### src/source/exu_macros.svh
`ifndef EXU_MACROS_SVH
`define EXU_MACROS_SVH

// data path
`define EXU_XLEN     32
`define EXU_REG_AW   5
`define EXU_SHAMT_W  5

// only the low pc bits go back to fetch
`define EXU_PC_AW    12

// sram address split
`define EXU_SRAM_AW  13
`define EXU_BANK_LSB 13

`endif

### src/source/exu_op_pkg.sv
`include "exu_macros.svh"

package exu_op_pkg;

    typedef enum logic [3:0] {
        alu_none,
        alu_add,
        alu_sub,
        alu_slt,
        alu_sltu,
        alu_xor,
        alu_or,
        alu_and,
        alu_sll,
        alu_srl,
        alu_sra,
        alu_lui,
        alu_auipc,
        alu_link
    } alu_op_e;

    typedef enum logic [3:0] {
        br_none,
        br_beq,
        br_bne,
        br_blt,
        br_bge,
        br_bltu,
        br_bgeu,
        br_jal,
        br_jalr
    } br_op_e;

    typedef enum logic [3:0] {
        mem_none,
        mem_lb,
        mem_lh,
        mem_lw,
        mem_lbu,
        mem_lhu,
        mem_sb,
        mem_sh,
        mem_sw
    } mem_op_e;

    // one decoded instruction from the decoder
    typedef struct packed {
        alu_op_e                alu_op;
        br_op_e                 br_op;
        mem_op_e                mem_op;
        logic [`EXU_XLEN-1:0]   src1;
        logic [`EXU_XLEN-1:0]   src2;
        logic [`EXU_XLEN-1:0]   imm;
        logic [`EXU_XLEN-1:0]   pc;
        logic                   wb_vld;
        logic [`EXU_REG_AW-1:0] wb_addr;
    } exu_issue_t;

    typedef struct packed {
        logic                   vld;
        logic                   is_load;
        logic [`EXU_REG_AW-1:0] addr;
        logic [`EXU_XLEN-1:0]   data;
    } exu_wb_t;

endpackage

### src/source/exu_mem_pkg.sv
`include "exu_macros.svh"

package exu_mem_pkg;
    import exu_op_pkg::*;

    typedef enum logic [1:0] {
        bank_iram = 2'b00,
        bank_oram = 2'b01,
        bank_wram = 2'b10,
        bank_none = 2'b11
    } sram_bank_e;

    // adder output vs. the sram view of the same word
    typedef union packed {
        logic [`EXU_XLEN-1:0] raw;
        struct packed {
            logic [`EXU_XLEN-`EXU_BANK_LSB-3:0] upper;
            sram_bank_e                          bank;
            logic [`EXU_SRAM_AW-1:0]             offset;
        } fields;
    } eff_addr_u;

    typedef struct packed {
        mem_op_e                 mem_op;
        logic                    wb_vld;
        logic [`EXU_REG_AW-1:0]  wb_addr;
        logic [`EXU_XLEN-1:0]    wb_data;
        logic [`EXU_XLEN-1:0]    st_data;
        sram_bank_e              bank;
        logic [`EXU_SRAM_AW-1:0] offset;
    } exu_mem_req_t;

endpackage

### src/source/exu_agu.sv
`timescale 1ns/100ps
`include "exu_macros.svh"

module exu_agu
    import exu_op_pkg::*;
    import exu_mem_pkg::*;
(
    input  mem_op_e                 op,
    input  logic [`EXU_XLEN-1:0]    src1,
    input  logic [`EXU_XLEN-1:0]    src2,
    input  logic [`EXU_XLEN-1:0]    imm,
    output sram_bank_e              bank,
    output logic [`EXU_SRAM_AW-1:0] offset
);

    eff_addr_u eff_addr;
    logic      is_load;
    logic      is_store;

    assign is_load  = op inside {mem_lb, mem_lh, mem_lw, mem_lbu, mem_lhu};
    assign is_store = op inside {mem_sb, mem_sh, mem_sw};

    // loads take the offset on src2, stores on imm
    assign eff_addr.raw = src1 + (is_store ? imm : src2);

    always_comb begin
        if (is_load || is_store) begin
            bank   = eff_addr.fields.bank;
            offset = eff_addr.fields.offset;
        end else begin
            bank   = bank_none;
            offset = '0;
        end
    end

endmodule

### src/source/exu_alu.sv
`timescale 1ns/100ps
`include "exu_macros.svh"

module exu_alu
    import exu_op_pkg::*;
(
    input  alu_op_e              op,
    input  logic [`EXU_XLEN-1:0] src1,
    input  logic [`EXU_XLEN-1:0] src2,
    input  logic [`EXU_XLEN-1:0] pc,
    output logic [`EXU_XLEN-1:0] result
);

    logic [`EXU_SHAMT_W-1:0] shamt;
    logic                    lt_signed;
    logic                    lt_unsigned;

    assign shamt       = src2[`EXU_SHAMT_W-1:0];
    assign lt_signed   = $signed(src1) < $signed(src2);
    assign lt_unsigned = src1 < src2;

    always_comb begin
        case (op)
            alu_add:   result = src1 + src2;
            alu_sub:   result = src1 - src2;
            alu_slt:   result = {{(`EXU_XLEN-1){1'b0}}, lt_signed};
            alu_sltu:  result = {{(`EXU_XLEN-1){1'b0}}, lt_unsigned};
            alu_xor:   result = src1 ^ src2;
            alu_or:    result = src1 | src2;
            alu_and:   result = src1 & src2;
            alu_sll:   result = src1 << shamt;
            alu_srl:   result = src1 >> shamt;
            alu_sra:   result = $unsigned($signed(src1) >>> shamt);
            // upper immediate already placed by the decoder
            alu_lui:   result = src2;
            alu_auipc: result = pc + src2;
            // return address for jal/jalr
            alu_link:  result = pc + `EXU_XLEN'd4;
            default:   result = '0;
        endcase
    end

endmodule

### src/source/exu_branch.sv
`timescale 1ns/100ps
`include "exu_macros.svh"

module exu_branch
    import exu_op_pkg::*;
(
    input  br_op_e                op,
    input  logic [`EXU_XLEN-1:0]  src1,
    input  logic [`EXU_XLEN-1:0]  src2,
    input  logic [`EXU_XLEN-1:0]  imm,
    input  logic [`EXU_XLEN-1:0]  pc,
    output logic                  taken,
    output logic [`EXU_PC_AW-1:0] target
);

    logic [`EXU_XLEN-1:0] target_full;

    always_comb begin
        case (op)
            br_beq:          taken = src1 == src2;
            br_bne:          taken = src1 != src2;
            br_blt:          taken = $signed(src1) < $signed(src2);
            br_bge:          taken = $signed(src1) >= $signed(src2);
            br_bltu:         taken = src1 < src2;
            br_bgeu:         taken = src1 >= src2;
            br_jal, br_jalr: taken = 1'b1;
            default:         taken = 1'b0;
        endcase
    end

    always_comb begin
        case (op)
            // jal offset arrives on src2
            br_jal:  target_full = pc + src2;
            br_jalr: target_full = src1 + src2;
            default: target_full = pc + imm;
        endcase
    end

    assign target = target_full[`EXU_PC_AW-1:0];

endmodule

### src/source/exu_stage.sv
`timescale 1ns/100ps
`include "exu_macros.svh"

module exu_stage
    import exu_op_pkg::*;
    import exu_mem_pkg::*;
(
    input  logic                  clk,
    input  logic                  arst_n,
    input  exu_issue_t            issue,
    input  logic                  issue_vld,
    output logic                  issue_rdy,
    output exu_wb_t               wb,
    output logic                  redirect_vld,
    output logic [`EXU_PC_AW-1:0] redirect_addr,
    output logic                  mem_vld,
    output exu_mem_req_t          mem_req,
    input  logic                  mem_rdy
);

    logic                    xfer;
    logic                    accept;
    logic                    is_cond_br;
    logic                    mem_load;
    logic                    br_taken;
    logic [`EXU_PC_AW-1:0]   br_target;
    logic [`EXU_XLEN-1:0]    alu_result;
    sram_bank_e              agu_bank;
    logic [`EXU_SRAM_AW-1:0] agu_offset;
    exu_mem_req_t            mem_req_d;

    exu_alu u_alu (
        .op     (issue.alu_op),
        .src1   (issue.src1),
        .src2   (issue.src2),
        .pc     (issue.pc),
        .result (alu_result)
    );

    exu_branch u_branch (
        .op     (issue.br_op),
        .src1   (issue.src1),
        .src2   (issue.src2),
        .imm    (issue.imm),
        .pc     (issue.pc),
        .taken  (br_taken),
        .target (br_target)
    );

    exu_agu u_agu (
        .op     (issue.mem_op),
        .src1   (issue.src1),
        .src2   (issue.src2),
        .imm    (issue.imm),
        .bank   (agu_bank),
        .offset (agu_offset)
    );

    assign issue_rdy  = mem_rdy;
    assign xfer       = issue_vld & issue_rdy;
    // the slot right behind a redirect is flushed
    assign accept     = xfer & ~redirect_vld;
    assign is_cond_br = issue.br_op inside {br_beq, br_bne, br_blt, br_bge, br_bltu, br_bgeu};
    assign mem_load   = accept & ~is_cond_br;

    always_comb begin
        wb.vld     = accept & issue.wb_vld;
        wb.is_load = issue.mem_op inside {mem_lb, mem_lh, mem_lw, mem_lbu, mem_lhu};
        wb.addr    = issue.wb_addr;
        wb.data    = alu_result;
    end

    always_comb begin
        mem_req_d.mem_op  = issue.mem_op;
        mem_req_d.wb_vld  = issue.wb_vld;
        mem_req_d.wb_addr = issue.wb_addr;
        mem_req_d.wb_data = alu_result;
        mem_req_d.st_data = issue.src2;
        mem_req_d.bank    = agu_bank;
        mem_req_d.offset  = agu_offset;
    end

    always_ff @(posedge clk or negedge arst_n) begin
        if (!arst_n) begin
            redirect_vld <= 1'b0;
            mem_vld      <= 1'b0;
        end else begin
            redirect_vld <= accept & br_taken;
            mem_vld      <= mem_load | (mem_vld & ~mem_rdy);
        end
    end

    // mem_load needs mem_rdy, so the request holds under back-pressure
    always_ff @(posedge clk) begin
        if (accept) begin
            redirect_addr <= br_target;
        end
        if (mem_load) begin
            mem_req <= mem_req_d;
        end
    end

    a_redirect_single: assert property (
        @(posedge clk) disable iff (!arst_n) redirect_vld |=> !redirect_vld
    ) else $error("redirect_vld high two cycles in a row");

    a_mem_req_hold: assert property (
        @(posedge clk) disable iff (!arst_n)
        mem_vld && !mem_rdy |=> mem_vld && $stable(mem_req)
    ) else $error("mem_req changed while stalled");

endmodule

### config.mk
export PLATFORM = sky130hd
export DESIGN_NAME = exu_stage
export DESIGN_NICKNAME = d
export VERILOG_FILES = /design/src/source/exu_op_pkg.sv /design/src/source/exu_mem_pkg.sv /design/src/source/exu_agu.sv /design/src/source/exu_alu.sv /design/src/source/exu_branch.sv /design/src/source/exu_stage.sv
export VERILOG_INCLUDE_DIRS = /design/src /design/src/source
export SDC_FILE = /design/constraint.sdc
export NUM_CORES = 1
export LEC_CHECK = 0
export BUFFER_PORTS_ARGS = -buffer_cell sky130_fd_sc_hd__buf_4
export CAP_MARGIN = 30
export CORE_ASPECT_RATIO = 0.75
export CORE_MARGIN = 2
export CORE_UTILIZATION = 25
export CTS_CLUSTER_SIZE = 40
export DETAILED_ROUTE_END_ITERATION = 6
export PLACE_DENSITY = 0.4
export SETUP_SLACK_MARGIN = 0.5
export SLEW_MARGIN = 20
export SYNTH_ARGS = -nofsm -noshare
export SYNTH_HDL_FRONTEND = slang
export SYNTH_SLANG_ARGS = --single-unit
### constraint.sdc
create_clock -name clk -period 11.4 [get_ports clk]
set_clock_uncertainty 0.15 [all_clocks]
set_input_delay 2.28 -clock clk [delete_from_list [all_inputs] [get_ports clk]]
set_output_delay 2.28 -clock clk [all_outputs]
set_load 0.02 [all_outputs]
==> run metrics, run 1 <==
Final min period 9.213 ns; number of max-cap violations 0; post-synthesis sequential area ratio 0.1888; WP data arrival 6.78 ns; Final HPWL DP 66140 um; Final #Nets 2522; Reg power frac 0.262; Psw 771.3 uW; gp weighted congestion 0.9694; core region area 64860 um2; internal power 951.0 uW; DR DRC count 0; Ys Warns 0; clock share of power 0.205; via count 17750; die footprint 67390 um2; area grow syn2layout 19.56%; Worst Path Class, Setup in2out; Final Max Tran Viols 0; CP Launch Type input pin; Yosys top cell by area edfxtp_1; library cells used by synthesis 94; Post-Syn Nets 2332; Diodes inserted 0; leak pwr 7.895 nW; clock buffer depth 2; Post-CTS Hold Buffers 0; Clk Tree Root Cell clkbuf_16; syn avg cell area 8.071 um2; Worst-Margin Slew 1.115 ns; number of setup buffers added after CTS 0; Crit path max-delay family compound AO/OA/AOI/OAI gates; Initial Utilization 0.2517; Post-synth top cells 218 x nor2_1, 169 x nand2_1, 154 x ha_1; Max Clk Rate 108.5 MHz; row cnt 81; setup violators final 0; Final Cycle Share 0.8081; # port buffers 275; synthesized area 16330 um2; first-pass GRT wire length 120400 um; final instance area 19520 um2; number of synthesized flops with an enable pin 101; Die Ht 225.3 um; CP most frequent cell buf_4; total track usage 0.2444; initial antenna violation count 2; CTS tree yes; prevailing post-synth register cell edfxtp_1; Yosys top cell area share 0.1857; clk sink count 103; Fin Hold WS 0.3386 ns; Yosys reg bits 103; Die W 299.1 um; pwr/cell area 88.22 nW/um2; cell chain of the critical path buf_4 > inv_1 > ha_1 > o21ai_0 > o21ai_1 > a31oi_2 > o31a_2 > o31a_4 > o22ai_1 > o221ai_1 > o2111ai_1 > buf_4; worst path required time 8.97 ns; DR pass1 iterations 5; vias in the first global route 16650; drt first-iter violations 1875; crit-path max cell delay 0.65 ns; asr flop ratio synth 0.01942; drt via density 5.747; fraction of layout cells with a size suffix above 1 0.2006; Synth Instances 2023; pre-CTS setup slack 2.253 ns; worst hold-check path type reg2reg; count leader, synth nor2_1; critical path fanouts, max 35; post-CTS resize count 0; final core occ 0.3010; unrepaired setup endpoints after global routing false; Setup TNS Final 0 ns; status completed; largest net degree at the start of global routing 74; dominant cells by area after synthesis edfxtp_1 19%, ha_1 12%, mux4_2 8.4%, nor2_1 5.0%, o21ai_0 4.7%; Slew headroom 0.2570; Post-Route WL 83840 um; Final Hold Viols 0; Inserted Clock Buffers 9; clk slew on worst S/H paths 0.07 ns; Setup crit end kind output pin; switching part of the total power 0.4478; Buf/Inv on CP 3; Clock Latency Late Sink 0.42 ns; Max H-tree Level 3; final critical-path setup slack 2.187 ns; crit path max-delay cell type ha_1; DR WL/cell 27.14 um; Placed Area 19190 um2; IO Pins 293; post-route ant nets 0; gr ovfl total 0; VDD IR max 0.00008231 V; Comb pwr share 0.533
## power groups by stage
| stage | clock [mW] | sequential, mW | combinational, mW |
|---|---|---|---|
| 2_1_floorplan | 0 | 0.484 | 0.529 |
| 3_3_place_gp | 0 | 0.459 | 0.896 |
| 3_5_place_dp | 0 | 0.460 | 0.899 |
| 4_1_cts | 0.374 | 0.451 | 0.903 |
| 5_1_grt | 0.383 | 0.453 | 0.986 |
| 6_report | 0.354 | 0.451 | 0.918 |
## path summary, 6_finish.rpt
path                               from            to  slack, ns  cells past startpoint
min in group asynchronous        arst_n       mem_vld       1.48                      1
max in group asynchronous        arst_n  redirect_vld       9.54                      1
hold / removal                  mem_vld       mem_vld       0.34                      1
setup reg to reg           redirect_vld   mem_req[30]       9.24                      4
hold reg to reg                 mem_vld       mem_vld       0.34                      1
setup / recovery              issue[74]        wb[30]       2.19                     12
## layout by cell type (no fill, tap or decap), drive strengths merged, types with 10 or more instances in the layout
cell type  netlist  routed
and2            10      10
xnor2           61      61
o21ai          161     161
ha             154     154
a221oi          31      31
buf             48     313
mux2            11      11
clkbuf          88      10
and3            19      19
a211oi          34      34
a22oi           35      35
nor2           218     218
o22ai           23      23
o21a            10      10
nand2          169     169
nand4           26      26
o2111ai         13      13
or3             18      18
inv            108     110
o221ai          11      11
o211ai          35      35
mux2i           39      39
a21oi          134     134
xor2            33      33
nand3           48      48
nand2b          16      16
edfxtp         101     101
a221o           12      12
mux4            61      61
a31oi           16      16
a21o            45      45
nor3            57      57
o21bai          20      20
or2             10      10
nor4            16      16
nor2b           20      20
## flip-flops by register name, summed over array words and instances, names as in the netlist
register       cells
mem_req           89
mem_vld            1
redirect_addr     12
redirect_vld       1
## layer usage
| metal | GRT usage | part of all wire | wire (um) |
|---|---|---|---|
| met1 | 0.3700 | 0.48 | 40590 |
| met2 | 0.3432 | 0.41 | 34230 |
| met3 | 0.06420 | 0.095 | 7984 |
| met4 | 0.04597 | 0.012 | 1029 |
| met5 | 0 | 0 | 0 |
## stage by stage
| stage | cells | power [mW] |
|---|---|---|
| floorplan | 2023 | 1.013 |
| CTS | 3086 | 1.728 |
| global placement | 3064 | 1.355 |
| detailed placement | 3070 | 1.359 |
| global route | 3089 | 1.822 |
| finish | 3089 | 1.722 |
## final cells by class
class | count | area (um2)
fill | 7087 | 45340
multi-input combinational | 1675 | 12270
sequential | 103 | 3083
timing repair buffer | 315 | 2364
tap | 871 | 1090
inverter | 109 | 409.1
clock buffer | 9 | 225.2
clock inverter | 7 | 78.83
## logic make-up after synthesis
group / Yosys count / synth area share
AO/OA/AOI/OAI: 667 / 0.2763
AND/OR/NAND/NOR: 644 / 0.1830
multiplexers: 111 / 0.1156
buffers and inverters: 245 / 0.06169
flip-flops: 103 / 0.1888
XOR/XNOR: 94 / 0.05042
adder cells (fa/ha/maj): 159 / 0.1241
Note: power is estimated with default switching activity, not from simulation.
==> run 2, diff against run 1 <==
--- a/config.mk
+++ b/config.mk
@@ -13,7 +13,7 @@
 export CORE_UTILIZATION = 25
 export CTS_CLUSTER_SIZE = 40
 export DETAILED_ROUTE_END_ITERATION = 6
-export PLACE_DENSITY = 0.4
+export PLACE_DENSITY = 0.42
 export SETUP_SLACK_MARGIN = 0.5
 export SLEW_MARGIN = 20
 export SYNTH_ARGS = -nofsm -noshare
==> constraint.sdc (replaced) <==
create_clock -name clk -period 8 [get_ports clk]
set_clock_uncertainty 0.15 [all_clocks]
set_input_delay 1.6 -clock clk [delete_from_list [all_inputs] [get_ports clk]]
set_output_delay 1.6 -clock clk [all_outputs]
set_load 0.02 [all_outputs]
==> run metrics, run 2 (synthesis results as in run 1) <==
R2R Path Start redirect_vld; area of the multi-input gates 12270 um2 (about the same); Final Hold Viols 0 (unchanged); Placed Area 19380 um2 (+0.98%); crit path max-delay cell type o21bai_1; Setup TNS Final 0 ns (unchanged); post-CTS resize count 0 (unchanged); final instance area 19740 um2 (+1.1%); Inserted Clock Buffers 9 (unchanged); IO Pins 293 (unchanged); met3 usage 0.04588 (-0.01832); crit-path max cell delay 0.53 ns (-0.12 ns); number of setup buffers added after CTS 0 (unchanged); pwr/cell area 127.2 nW/um2 (+44%); Worst-Margin Slew 1.002 ns (-0.1125 ns); clk sink count 103 (unchanged); cell chain of the critical path buf_4 > ha_1 > inv_1 > fa_1 > nor2b_1 > o21bai_1 > a211oi_1 > buf_4 > o211ai_1 > a21boi_0 > o211ai_1 > mux2i_1 > a2111oi_0 > o211ai_1 > buf_4; Inst Count DP 3089 (+0.62%); GR peak layer met1; Critical Path Stages 15 (+3); Final Cycle Share 0.9218; most common cell after layout, fill and taps aside buf_4; Final Max Tran Viols 0 (unchanged); Final HPWL DP 67100 um (+1.4%); gp weighted congestion 0.9639 (-0.57%); drt via density 5.798 (+0.88%); leak pwr 8.023 nW (+1.6%); register area 3083 um2 (unchanged); Clk Tree Root Cell clkbuf_16; initial antenna violation count 4 (+2); Max H-tree Level 3 (unchanged); gr ovfl total 0 (unchanged); top flop regs mem_req (89), redirect_addr (12); Final min period 7.374 ns; Final #Nets 2540 (+0.71%); leading cell types in the layout, fill and taps excluded 326 x buf_4, 216 x nor2_1, 167 x nand2_1, 154 x ha_1, 151 x o21ai_0; Die Ht 225.3 um (unchanged); final core occ 0.3043 (+0.003337); non-filler cells, final 3108 (+0.62%); Worst Hold Depth 1 (unchanged); DR pass1 iterations 6 (+1); Buf/Inv on CP 4 (+1); DR WL/cell 27.17 um (+0.11%); CP Launch Type input pin; drt first-iter violations 2190 (+17%); fraction of layout cells with a size suffix above 1 0.2062 (+0.005541); Post-CTS Hold Buffers 0 (unchanged); die footprint 67390 um2 (unchanged); final critical-path setup slack 0.6256 ns (-1.562 ns); critical path fanouts, max 19 (-46%); first-pass GRT wire length 120600 um (+0.22%); worst path required time 6.25 ns (-2.72 ns); Crit path max-delay family compound AO/OA/AOI/OAI gates; Worst Hold Launch mem_vld; vias in the first global route 16770 (+0.75%); setup violators final 0 (unchanged); Max Clk Rate 135.6 MHz; core region area 64860 um2 (unchanged); Clock Latency Late Sink 0.42 ns (about the same); Worst R2R Setup Slack 5.90 ns (-3.34 ns); # port buffers 275 (unchanged); CP startpoint issue[70]; status completed; Die W 299.1 um (unchanged); Worst Path Class, Setup in2out; M1 GR Usage 0.3776 (+0.007631); reg2reg path depth 4 (unchanged); # fillers 6983 (-1.5%); Slew headroom 0.3279 (+0.07096); max reg flops 89 (unchanged); pre-CTS setup slack 0.7697 ns (-1.483 ns); Post-Route WL 84450 um (+0.72%); CTS tree yes; clock buffer depth 2 (unchanged); largest net degree at the start of global routing 88 (+19%); Fin Hold WS 0.3439 ns (+0.005250 ns); via count 18020 (+1.5%); VDD IR max 0.0001187 V (+44%); Most flops, register mem_req; total track usage 0.2443 (about the same); routing usage on met2 0.3523 (+0.009110); clk slew on worst S/H paths 0.08 ns (about the same); Setup crit end kind output pin; post-route ant nets 0 (unchanged); WP data arrival 5.62 ns (-1.16 ns); DR DRC count 0 (unchanged); reg2reg end mem_req[32]; Hold Path End mem_vld; Initial Utilization 0.2517 (unchanged); Total Power 2.511 mW (+46%); worst hold-check path type reg2reg; area grow syn2layout 20.89%; unrepaired setup endpoints after global routing false; number of max-cap violations 0 (unchanged); row cnt 81 (unchanged)
## run 2: changes by cell type in the layout (fill, tap and decap cells not counted), moves of 2 or more
cell        before  now
buf_4          309  326
buf_12           0    4
clkinvlp_4       3    0
inv_8            0    2
## run 2: routing by layer
metal / share of wire / routed length (um)
met3: 0.090 / 7587
met1: 0.49 / 41000
met5: 0.00014 / 12
met4: 0.010 / 861
met2: 0.41 / 34980
## run 2: worst reg2reg max path: cells and delay by family (launching register included)
family,cells,cell delay [ns]
buf+inv,2,0.60
flops,1,0.39
compound gates,1,0.39
simple gates,1,0.13
## run 2: final cells by class
class,instances,share of cell area
clock buffers,10,0.01211
inverters,109,0.02073
multi-input cells,1675,0.6214
well taps,871,0.05521
repair buffers,333,0.1292
diodes,1,0.0001268
clock inverters,6,0.005071
flip-flops and latches,103,0.1562
## run 2: worst max path at each step
stage | end | slack, ns
final | wb[26] | 0.63
after global routing | wb[26] | 0.50
after CTS | wb[31] | 0.75
after detailed placement | wb[31] | 0.77
after global placement | wb[31] | 0.79
after floorplan | wb[29] | 1.18
## run 2: power breakdown
group | switching (mW) | internal (mW) | total [mW]
Clock | 0.259 | 0.289 | 0.548
Sequential | 0.00684 | 0.635 | 0.642
Combinational | 0.838 | 0.483 | 1.32
Total | 1.10 | 1.41 | 2.51
